==> src/branchPredPkg.sv <==
// Shared widths, constants and packed types for the branch predictor.
// Instructions are fixed-size and aligned, so the two low address bits are dropped.
// Table sizes must stay powers of two to match the index widths below.
`default_nettype none

package branchPredPkg;

    localparam int FETCH_WIDTH = 2;
    localparam int ISSUE_WIDTH = 2;
    localparam int INSN_BYTES = 4;
    localparam int INSN_OFFSET_WIDTH = 2;
    localparam int PC_WIDTH = 32;

    localparam int PHT_ENTRIES = 64;
    localparam int PHT_INDEX_WIDTH = 6;
    localparam logic [1:0] PHT_INIT_VALUE = 2'd2;
    localparam int PHT_QUEUE_DEPTH = 4;

    localparam int BTB_ENTRIES = 16;
    localparam int BTB_INDEX_WIDTH = 4;
    localparam int BTB_TAG_WIDTH = PC_WIDTH - BTB_INDEX_WIDTH - INSN_OFFSET_WIDTH;

    localparam logic [PC_WIDTH-1:0] RESET_PC = 32'h0000_1000;

    typedef logic [PC_WIDTH-1:0] pcT;
    typedef logic [PHT_INDEX_WIDTH-1:0] phtIndexT;

    // Upper bit set means predicted taken.
    typedef logic [1:0] phtCounterT;

    typedef struct packed {
        phtIndexT   index;
        phtCounterT value;
    } phtWriteT;

    // One resolved branch from the backend.
    typedef struct packed {
        logic       valid;
        pcT         pc;
        logic       taken;
        pcT         target;
        phtCounterT phtPrev;
    } brResultT;

    typedef struct packed {
        pcT         pc;
        logic       btbHit;
        logic       predTaken;
        phtCounterT phtCounter;
    } fetchSlotT;

    typedef struct packed {
        logic                             valid;
        fetchSlotT [FETCH_WIDTH-1:0]      slot;
        pcT                               predNextPc;
    } fetchGroupT;

    typedef enum logic {
        initWalk,
        initDone
    } initStateT;

endpackage

`default_nettype wire

==> src/phtRam.sv <==
// Counter storage with synchronous reads and one write port.
// Contents are undefined until the predictor's init walk has finished.
// A read and a write to the same index in one cycle return the old value.
`timescale 1ns/1ps
`default_nettype none

module phtRam (
    input  logic                      clk,
    input  branchPredPkg::phtIndexT   readIndex [branchPredPkg::FETCH_WIDTH],
    output branchPredPkg::phtCounterT readValue [branchPredPkg::FETCH_WIDTH],
    input  logic                      writeEnable,
    input  branchPredPkg::phtWriteT   write
);

    branchPredPkg::phtCounterT counters [branchPredPkg::PHT_ENTRIES];

    always_ff @(posedge clk) begin
        if (writeEnable) begin
            counters[write.index] <= write.value;
        end
    end

    // Both read ports sample the array before this edge's write lands.
    always_ff @(posedge clk) begin
        for (int i = 0; i < branchPredPkg::FETCH_WIDTH; i++) begin
            readValue[i] <= counters[readIndex[i]];
        end
    end

endmodule

`default_nettype wire

==> src/phtUpdateQueue.sv <==
// Small circular FIFO holding PHT writes that lost the write port.
// A push while full is dropped, a pop while empty does nothing.
// popData shows the oldest entry and is meaningless while empty.
`timescale 1ns/1ps
`default_nettype none

module phtUpdateQueue (
    input  logic                    clk,
    input  logic                    rstN,
    input  logic                    push,
    input  branchPredPkg::phtWriteT pushData,
    input  logic                    pop,
    output branchPredPkg::phtWriteT popData,
    output logic                    empty,
    output logic                    full
);

    branchPredPkg::phtWriteT entries [branchPredPkg::PHT_QUEUE_DEPTH];

    logic [$clog2(branchPredPkg::PHT_QUEUE_DEPTH)-1:0] headPtr;
    logic [$clog2(branchPredPkg::PHT_QUEUE_DEPTH)-1:0] tailPtr;
    logic [$clog2(branchPredPkg::PHT_QUEUE_DEPTH+1)-1:0] count;

    logic doPush;
    logic doPop;

    assign empty = (count == '0);
    assign full = (count == branchPredPkg::PHT_QUEUE_DEPTH);
    assign doPush = push && !full;
    assign doPop = pop && !empty;
    assign popData = entries[headPtr];

    always_ff @(posedge clk or negedge rstN) begin
        if (!rstN) begin
            headPtr <= '0;
            tailPtr <= '0;
            count <= '0;
        end else begin
            if (doPush) begin
                tailPtr <= tailPtr + 1'b1;
            end
            if (doPop) begin
                headPtr <= headPtr + 1'b1;
            end
            // Simultaneous push and pop leave the count alone.
            if (doPush && !doPop) begin
                count <= count + 1'b1;
            end else if (doPop && !doPush) begin
                count <= count - 1'b1;
            end
        end
    end

    always_ff @(posedge clk) begin
        if (doPush) begin
            entries[tailPtr] <= pushData;
        end
    end

endmodule

`default_nettype wire

==> src/bimodalPredictor.sv <==
// Bimodal direction predictor over a table of 2-bit counters.
// The backend returns the counter it was given at fetch, the update is computed from it.
// Only one PHT write per cycle, a second result waits in the update queue.
// After reset every counter is walked to weakly taken, initBusy covers that walk.
`timescale 1ns/1ps
`default_nettype none

module bimodalPredictor (
    input  logic                                 clk,
    input  logic                                 rstN,
    input  branchPredPkg::pcT                    nextPc,
    input  logic [branchPredPkg::FETCH_WIDTH-1:0] btbHit,
    input  branchPredPkg::brResultT              brResult [branchPredPkg::ISSUE_WIDTH],
    output logic [branchPredPkg::FETCH_WIDTH-1:0] predTaken,
    output branchPredPkg::phtCounterT            phtCounter [branchPredPkg::FETCH_WIDTH],
    output logic                                 initBusy
);

    branchPredPkg::phtIndexT   readIndex [branchPredPkg::FETCH_WIDTH];
    branchPredPkg::phtCounterT readValue [branchPredPkg::FETCH_WIDTH];
    branchPredPkg::phtWriteT   resultWrite [branchPredPkg::ISSUE_WIDTH];

    logic                    directValid;
    branchPredPkg::phtWriteT directWrite;
    logic                    secondValid;
    branchPredPkg::phtWriteT secondWrite;

    logic                    queuePush;
    logic                    queuePop;
    branchPredPkg::phtWriteT queueHead;
    logic                    queueEmpty;
    logic                    queueFull;

    logic                    ramWriteEnable;
    branchPredPkg::phtWriteT ramWrite;

    branchPredPkg::initStateT initState;
    branchPredPkg::phtIndexT  initIndex;
    logic                     takenSeen;

    function automatic branchPredPkg::phtIndexT phtIndexOf(branchPredPkg::pcT pc);
        return pc[branchPredPkg::PHT_INDEX_WIDTH + branchPredPkg::INSN_OFFSET_WIDTH - 1 :
                  branchPredPkg::INSN_OFFSET_WIDTH];
    endfunction

    // Saturating up/down step.
    function automatic branchPredPkg::phtCounterT nextCounter(
        branchPredPkg::phtCounterT prev,
        logic taken
    );
        branchPredPkg::phtCounterT result;
        if (taken) begin
            result = (prev == '1) ? prev : prev + 1'b1;
        end else begin
            result = (prev == '0) ? prev : prev - 1'b1;
        end
        return result;
    endfunction

    phtRam phtRam_i (
        .clk        (clk),
        .readIndex  (readIndex),
        .readValue  (readValue),
        .writeEnable(ramWriteEnable),
        .write      (ramWrite)
    );

    phtUpdateQueue phtUpdateQueue_i (
        .clk     (clk),
        .rstN    (rstN),
        .push    (queuePush),
        .pushData(secondWrite),
        .pop     (queuePop),
        .popData (queueHead),
        .empty   (queueEmpty),
        .full    (queueFull)
    );

    assign initBusy = (initState == branchPredPkg::initWalk);

    // Read for the address being fetched next, data lines up with fetchPc.
    always_comb begin
        for (int i = 0; i < branchPredPkg::FETCH_WIDTH; i++) begin
            readIndex[i] = phtIndexOf(branchPredPkg::pcT'(nextPc + i * branchPredPkg::INSN_BYTES));
        end
    end

    // A slot needs both a taken counter and a BTB target. Nothing after it is taken.
    always_comb begin
        takenSeen = 1'b0;
        for (int i = 0; i < branchPredPkg::FETCH_WIDTH; i++) begin
            phtCounter[i] = readValue[i];
            predTaken[i] = readValue[i][1] && btbHit[i] && !takenSeen;
            takenSeen = takenSeen || predTaken[i];
        end
    end

    // Updated counter for each result slot.
    always_comb begin
        for (int i = 0; i < branchPredPkg::ISSUE_WIDTH; i++) begin
            resultWrite[i].index = phtIndexOf(brResult[i].pc);
            resultWrite[i].value = nextCounter(brResult[i].phtPrev, brResult[i].taken);
        end
    end

    // First valid result takes the port, a later one goes to the queue.
    always_comb begin
        directValid = 1'b0;
        directWrite = resultWrite[0];
        secondValid = 1'b0;
        secondWrite = resultWrite[branchPredPkg::ISSUE_WIDTH-1];
        for (int i = 0; i < branchPredPkg::ISSUE_WIDTH; i++) begin
            if (brResult[i].valid) begin
                if (!directValid) begin
                    directValid = 1'b1;
                    directWrite = resultWrite[i];
                end else begin
                    secondValid = 1'b1;
                    secondWrite = resultWrite[i];
                end
            end
        end
    end

    // Full queue drops the update.
    assign queuePush = secondValid && !queueFull && !initBusy;
    assign queuePop = !queueEmpty && !directValid && !initBusy;

    // Write port priority is init walk, then direct result, then queue.
    always_comb begin
        if (initBusy) begin
            ramWriteEnable = 1'b1;
            ramWrite.index = initIndex;
            ramWrite.value = branchPredPkg::PHT_INIT_VALUE;
        end else if (directValid) begin
            ramWriteEnable = 1'b1;
            ramWrite = directWrite;
        end else begin
            ramWriteEnable = queuePop;
            ramWrite = queueHead;
        end
    end

    always_ff @(posedge clk or negedge rstN) begin
        if (!rstN) begin
            initState <= branchPredPkg::initWalk;
            initIndex <= '0;
        end else if (initState == branchPredPkg::initWalk) begin
            initIndex <= initIndex + 1'b1;
            if (initIndex == branchPredPkg::phtIndexT'(branchPredPkg::PHT_ENTRIES - 1)) begin
                initState <= branchPredPkg::initDone;
            end
        end
    end

endmodule

`default_nettype wire

==> src/branchTargetBuffer.sv <==
// Direct-mapped, tagged branch target buffer looked up for both fetch slots.
// Lookups are registered and line up with the fetch address one cycle later.
// Only taken results allocate, an entry is never invalidated except by reset.
// When both results map to one entry, slot 1 is written last and wins.
`timescale 1ns/1ps
`default_nettype none

module branchTargetBuffer (
    input  logic                                 clk,
    input  logic                                 rstN,
    input  branchPredPkg::pcT                    readPc,
    input  branchPredPkg::brResultT              brResult [branchPredPkg::ISSUE_WIDTH],
    output logic [branchPredPkg::FETCH_WIDTH-1:0] btbHit,
    output branchPredPkg::pcT                    btbTarget [branchPredPkg::FETCH_WIDTH]
);

    logic [branchPredPkg::BTB_ENTRIES-1:0] entryValid;
    logic [branchPredPkg::BTB_TAG_WIDTH-1:0] entryTag [branchPredPkg::BTB_ENTRIES];
    branchPredPkg::pcT entryTarget [branchPredPkg::BTB_ENTRIES];

    logic [branchPredPkg::BTB_INDEX_WIDTH-1:0] readIndex [branchPredPkg::FETCH_WIDTH];
    logic [branchPredPkg::BTB_TAG_WIDTH-1:0]   readTag [branchPredPkg::FETCH_WIDTH];
    logic [branchPredPkg::BTB_INDEX_WIDTH-1:0] writeIndex [branchPredPkg::ISSUE_WIDTH];
    logic [branchPredPkg::BTB_TAG_WIDTH-1:0]   writeTag [branchPredPkg::ISSUE_WIDTH];

    // Split the address into index and tag above the byte offset.
    always_comb begin
        branchPredPkg::pcT slotPc;
        for (int i = 0; i < branchPredPkg::FETCH_WIDTH; i++) begin
            slotPc = branchPredPkg::pcT'(readPc + i * branchPredPkg::INSN_BYTES);
            {readTag[i], readIndex[i]} =
                slotPc[branchPredPkg::PC_WIDTH-1:branchPredPkg::INSN_OFFSET_WIDTH];
        end
        for (int i = 0; i < branchPredPkg::ISSUE_WIDTH; i++) begin
            {writeTag[i], writeIndex[i]} =
                brResult[i].pc[branchPredPkg::PC_WIDTH-1:branchPredPkg::INSN_OFFSET_WIDTH];
        end
    end

    always_ff @(posedge clk or negedge rstN) begin
        if (!rstN) begin
            entryValid <= '0;
            btbHit <= '0;
        end else begin
            for (int i = 0; i < branchPredPkg::FETCH_WIDTH; i++) begin
                btbHit[i] <= entryValid[readIndex[i]] && (entryTag[readIndex[i]] == readTag[i]);
            end
            for (int i = 0; i < branchPredPkg::ISSUE_WIDTH; i++) begin
                if (brResult[i].valid && brResult[i].taken) begin
                    entryValid[writeIndex[i]] <= 1'b1;
                end
            end
        end
    end

    // Tags and targets only mean something where the valid bit is set.
    always_ff @(posedge clk) begin
        for (int i = 0; i < branchPredPkg::FETCH_WIDTH; i++) begin
            btbTarget[i] <= entryTarget[readIndex[i]];
        end
        for (int i = 0; i < branchPredPkg::ISSUE_WIDTH; i++) begin
            if (brResult[i].valid && brResult[i].taken) begin
                entryTag[writeIndex[i]] <= writeTag[i];
                entryTarget[writeIndex[i]] <= brResult[i].target;
            end
        end
    end

endmodule

`default_nettype wire

==> src/fetchPcStage.sv <==
// Fetch address register and next-address selection.
// Priority is redirect, then hold (stall, init walk, first cycle after it), then prediction.
// nextPc is combinational and feeds the synchronous table reads directly.
`timescale 1ns/1ps
`default_nettype none

module fetchPcStage (
    input  logic                                 clk,
    input  logic                                 rstN,
    input  logic                                 stall,
    input  logic                                 redirectValid,
    input  branchPredPkg::pcT                    redirectPc,
    input  logic                                 initBusy,
    input  logic [branchPredPkg::FETCH_WIDTH-1:0] btbHit,
    input  branchPredPkg::pcT                    btbTarget [branchPredPkg::FETCH_WIDTH],
    input  logic [branchPredPkg::FETCH_WIDTH-1:0] predTaken,
    input  branchPredPkg::phtCounterT            phtCounter [branchPredPkg::FETCH_WIDTH],
    output branchPredPkg::pcT                    nextPc,
    output branchPredPkg::fetchGroupT            fetchGroup
);

    branchPredPkg::pcT fetchPc;
    branchPredPkg::pcT predNextPc;
    logic              groupValid;
    logic              takenFound;

    // First taken slot steers, otherwise step over the whole group.
    always_comb begin
        predNextPc = branchPredPkg::pcT'(fetchPc
            + branchPredPkg::FETCH_WIDTH * branchPredPkg::INSN_BYTES);
        takenFound = 1'b0;
        for (int i = 0; i < branchPredPkg::FETCH_WIDTH; i++) begin
            if (predTaken[i] && !takenFound) begin
                predNextPc = btbTarget[i];
                takenFound = 1'b1;
            end
        end
    end

    // Holding one extra cycle after init lets the tables re-read RESET_PC.
    always_comb begin
        if (redirectValid) begin
            nextPc = redirectPc;
        end else if (stall || initBusy || !groupValid) begin
            nextPc = fetchPc;
        end else begin
            nextPc = predNextPc;
        end
    end

    always_ff @(posedge clk or negedge rstN) begin
        if (!rstN) begin
            fetchPc <= branchPredPkg::RESET_PC;
            groupValid <= 1'b0;
        end else begin
            fetchPc <= nextPc;
            groupValid <= !initBusy;
        end
    end

    always_comb begin
        fetchGroup.valid = groupValid;
        fetchGroup.predNextPc = predNextPc;
        for (int i = 0; i < branchPredPkg::FETCH_WIDTH; i++) begin
            fetchGroup.slot[i].pc = branchPredPkg::pcT'(fetchPc + i * branchPredPkg::INSN_BYTES);
            fetchGroup.slot[i].btbHit = btbHit[i];
            fetchGroup.slot[i].predTaken = predTaken[i];
            fetchGroup.slot[i].phtCounter = phtCounter[i];
        end
    end

endmodule

`default_nettype wire

==> src/branchPredTop.sv <==
// Branch prediction front end for a single fetch path of two slots.
// redirectValid is a one-cycle strobe, stall is a level, both act on the next edge.
// fetchGroup is held invalid until the PHT init walk is over.
`timescale 1ns/1ps
`default_nettype none

module branchPredTop (
    input  logic                       clk,
    input  logic                       rstN,
    input  logic                       stall,
    input  logic                       redirectValid,
    input  branchPredPkg::pcT          redirectPc,
    input  branchPredPkg::brResultT    brResult [branchPredPkg::ISSUE_WIDTH],
    output branchPredPkg::fetchGroupT  fetchGroup,
    output logic                       initBusy
);

    branchPredPkg::pcT                    nextPc;
    logic [branchPredPkg::FETCH_WIDTH-1:0] btbHit;
    branchPredPkg::pcT                    btbTarget [branchPredPkg::FETCH_WIDTH];
    logic [branchPredPkg::FETCH_WIDTH-1:0] predTaken;
    branchPredPkg::phtCounterT            phtCounter [branchPredPkg::FETCH_WIDTH];

    fetchPcStage fetchPcStage_i (
        .clk          (clk),
        .rstN         (rstN),
        .stall        (stall),
        .redirectValid(redirectValid),
        .redirectPc   (redirectPc),
        .initBusy     (initBusy),
        .btbHit       (btbHit),
        .btbTarget    (btbTarget),
        .predTaken    (predTaken),
        .phtCounter   (phtCounter),
        .nextPc       (nextPc),
        .fetchGroup   (fetchGroup)
    );

    branchTargetBuffer branchTargetBuffer_i (
        .clk      (clk),
        .rstN     (rstN),
        .readPc   (nextPc),
        .brResult (brResult),
        .btbHit   (btbHit),
        .btbTarget(btbTarget)
    );

    bimodalPredictor bimodalPredictor_i (
        .clk       (clk),
        .rstN      (rstN),
        .nextPc    (nextPc),
        .btbHit    (btbHit),
        .brResult  (brResult),
        .predTaken (predTaken),
        .phtCounter(phtCounter),
        .initBusy  (initBusy)
    );

endmodule

`default_nettype wire

==> config.mk <==
export PLATFORM = sky130hd
export DESIGN_NAME = branchPredTop
export DESIGN_NICKNAME = d
export VERILOG_FILES = /design/src/branchPredPkg.sv /design/src/phtRam.sv /design/src/phtUpdateQueue.sv /design/src/bimodalPredictor.sv /design/src/branchTargetBuffer.sv /design/src/fetchPcStage.sv /design/src/branchPredTop.sv
export SDC_FILE = /design/constraint.sdc
export NUM_CORES = 2
export LEC_CHECK = 0
export ABC_CLOCK_PERIOD_IN_PS = 6900
export BUFFER_PORTS_ARGS = -buffer_cell sky130_fd_sc_hd__clkbuf_2
export CORE_MARGIN = 3
export CORE_UTILIZATION = 55
export CTS_CLUSTER_DIAMETER = 30
export DETAILED_ROUTE_END_ITERATION = 6
export HOLD_SLACK_MARGIN = 0.03
export PLACE_DENSITY = 0.75
export SLEW_MARGIN = 20
export SYNTH_ARGS = -nofsm -noshare
export SYNTH_HDL_FRONTEND = slang
export SYNTH_SLANG_ARGS = --single-unit
==> constraint.sdc <==
create_clock -name clk -period 6.9 [get_ports clk]
set_input_delay 1.725 -clock clk [delete_from_list [all_inputs] [get_ports clk]]
set_output_delay 1.725 -clock clk [all_outputs]
set_load 0.01 [all_outputs]
==> metrics <==
status=finished clean; HP Start=branchTargetBuffer_i.entryValid[6]; Final Skew=0.0539 ns; fraction of layout cells with a size suffix above 1=0.490; DR vias=47,900; Cell Chain, Critical Path=nand2_1, o31ai_1, a21oi_1, clkbuf_2; Synth cell types=94; met2 global-route usage=0.544; type of origin of the critical path=register; Iter 0 DRT Violations=7,629; Clock Latency Late Sink=0.88 ns; site row count=129; CTS tree=yes; synth warn=0; Worst EP arrival=4.40 ns; switching pwr=6.24 mW; final count of hold timing violations=0; root buffer cell=clkbuf_16; post-synthesis sequential area ratio=0.515; clk slew on worst S/H paths=0.04 ns; Reg2Reg Setup Slack=1.14 ns; fin area=81,600 µm²; clk buf depth=4; leakage power=27.6 nW; synthesized instance count=4,562; Slew HR=0.175; Final Max Slew Viols=0; WS Path Type=reg -> out; hold path cells=1; Routed Antenna Nets=0; total CTS buffers=282; Place WS=0.443 ns; Main synth FF type=edfxtp_1; Mapped Area=69,300 µm²; top cell type's share of synthesized area=0.472; M1 GR Usage=0.475; slowest CP cell=o31ai_1; Worst EP required=5.18 ns; Core Region=124,000 µm²; Period Utilization, post-route=0.888; fillers=8,452; most frequent cells after synthesis=edfxtp_1, mux2_2, mux4_2; Crit. End Element=output pin; crit-path max FO=13; most area-consuming cells after synthesis=edfxtp_1, mux4_2, mux2_2; hold buffers post-CTS=0; io pins=278; CP top delay family=compound AO/OA/AOI/OAI gates; Synth area leader=edfxtp_1; initial antenna violation count=27; Reg2Reg Launch Point=branchTargetBuffer_i.btbHit[0]; RSZ-0062 raised after global routing=no; Int Pwr=18.7 mW; Hold Crit Endpoint=branchTargetBuffer_i.entryValid[6]; vias per cell=7.20; Clk pwr share=0.520; worst vdd ir=279 µV; htree depth=5; count of cells resized by post-cts repair=0; DRT Pass-1 Iters=6; Die W=361 µm; worst-margin pin slew=1.24 ns; syn_area_per_cell=15.2 µm²; largest net degree at the start of global routing=118; Final setup viols=0; top-count cell post-synth=edfxtp_1; port bufs=273; WP buf/inv=1; placed cell areas=72,400 µm²; R2R Path End=branchTargetBuffer_i.btbHit[1]; final net count=4,967; CTS Sinks=1,221; met3 usage in global routing=0.114; Post-synth EDFFs=1,088; Logic pwr share=0.137; DR WL/cell=35.9 µm; R2R depth=13; Die ar.=130,000 µm²; estimated wirelength of the detail-placed design=133,000 µm; ys async rst share=0.0532; Total GRT Usage=0.364; switching share of power=0.250; chip height=361 µm; Syn Nets=4,744; vias in the first global route=48,800; min-delay worst type=reg -> reg; DR DRC count=0; fin worst setup slack=0.772 ns; global-route wire length before repair=341,000 µm; area growth from synthesis to layout=17.8%; initial core utilization=0.557; gpl congestion=0.953; gr ovfl total=0; sequential power share=0.343; crit path time final=6.13 ns; setup repair bufs after CTS=0; FMAX=163 MHz; Seq cells post-synth=1,221; Post-Route WL=238,000 µm; Largest stage delay, worst path=1.17 ns; Max Cap Viol=0; GR peak layer=met2; pwr/cell area=306 nW/µm²
## worst register-to-register path, cell delays in order (launching register included)
cell and delay (ns):
dfrtp_1 0.36, buf_4 0.34, nand2_2 0.44, nand2_1 0.68, inv_2 0.37, a221o_1 0.53
o221ai_2 0.88, xnor2_1 0.57, xnor2_1 0.35, nand3_1 0.12, nor3_1 0.48, and4b_1 0.28
nand4_1 0.12, nor3_2 0.20
## power groups by stage
stage	Sequential, mW	Combinational [mW]	Clock, mW
after floorplan	8.59	2.30	0
after global placement	8.66	3.28	0
after detailed placement	8.67	3.32	0
after CTS	8.55	3.35	13.0
after global routing	8.57	3.55	13.4
final	8.56	3.41	13.0
## worst max-delay path by stage
| stage | start | end | cells past startpoint |
|---|---|---|---|
| 6_report | branchTargetBuffer_i.btbHit[1] | fetchGroup[12] | 4 |
| 5_1_grt | fetchPcStage_i.fetchPc[5] | fetchGroup[31] | 7 |
| 2_1_floorplan | brResult[135] | branchTargetBuffer_i.entryValid[6] | 5 |
| 3_3_place_gp | redirectValid | branchTargetBuffer_i.btbHit[1] | 15 |
| 3_5_place_dp | redirectValid | branchTargetBuffer_i.btbHit[1] | 15 |
| 4_1_cts | fetchPcStage_i.fetchPc[5] | fetchGroup[31] | 7 |
## layout make-up
| cell class | count | area (µm²) | share of cell area |
|---|---|---|---|
| multi-input combinational | 2833 | 31900 | 0.390 |
| timing repair buffer | 403 | 2650 | 0.0324 |
| clock inverter | 135 | 1530 | 0.0188 |
| sequential | 1221 | 35700 | 0.437 |
| tap | 1637 | 2050 | 0.0251 |
| inverter | 44 | 188 | 0.00230 |
| clock buffer | 350 | 7630 | 0.0935 |
| antenna | 25 | 62.6 | 0.000766 |
## state kept, by name (all words and copies together) (netlist names), 6 cells and up
| name | cells |
|---|---|
| branchTargetBuffer_i.entryTag | 416 |
| bimodalPredictor_i.phtUpdateQueue_i.entries | 32 |
| branchTargetBuffer_i.btbTarget | 64 |
| fetchPcStage_i.fetchPc | 32 |
| bimodalPredictor_i.phtRam_i.counters | 128 |
| bimodalPredictor_i.initIndex | 6 |
| branchTargetBuffer_i.entryTarget | 512 |
| branchTargetBuffer_i.entryValid | 16 |
## logic make-up (layout without fill, tap and decap cells)
kind of cell             Yosys count  in the layout  synth area share
AO/OA/AOI/OAI                    282            282            0.0283
XOR/XNOR                         114            114            0.0144
adder cells (fa/ha/maj)           13             13           0.00235
buffers and inverters            508            932            0.0310
flip-flops                      1221           1221             0.515
multiplexers                    1559           1559             0.350
other                              0             25                 0
AND/OR/NAND/NOR                  865            865            0.0593
## stage by stage
step           hold slack [ns]  TNS, ns  power [mW]  cells   util
2_1_floorplan            0.355  -124.82        10.9   4562      -
3_3_place_gp             0.472        0        11.9   6138  0.582
3_5_place_dp             0.475        0        12.0   6138  0.582
4_1_cts                  0.488        0        24.9   6623  0.656
5_1_grt                  0.509        0        25.5   6635  0.656
6_report                 0.486        0        25.0   6648  0.657
## placed cells by master (no fill, tap or decap), types with 30 or more instances in the layout
| cell | n |
|---|---|
| buf_4 | 107 |
| dfxtp_1 | 68 |
| dfrtp_1 | 64 |
| clkbuf_2 | 272 |
| a31oi_1 | 73 |
| nand4_1 | 31 |
| and3_1 | 69 |
| nor2_1 | 123 |
| o21ai_0 | 44 |
| mux4_2 | 595 |
| xnor2_1 | 81 |
| mux2_2 | 938 |
| xor2_1 | 32 |
| inv_1 | 38 |
| nand2_1 | 398 |
| nand3_1 | 63 |
| clkinv_1 | 30 |
| edfxtp_1 | 1088 |
| clkbuf_1 | 44 |
| a21oi_1 | 31 |
| clkbuf_16 | 289 |
## per-layer routing
| layer | vias up | routed length [µm] |
|---|---|---|
| met4 | 4 | 16000 |
| met1 | 24200 | 80500 |
| met3 | 969 | 34900 |
| met5 | - | 29 |
| met2 | 3982 | 107000 |
| li1 | 18700 | - |
Power figures use the tool's default switching activity.
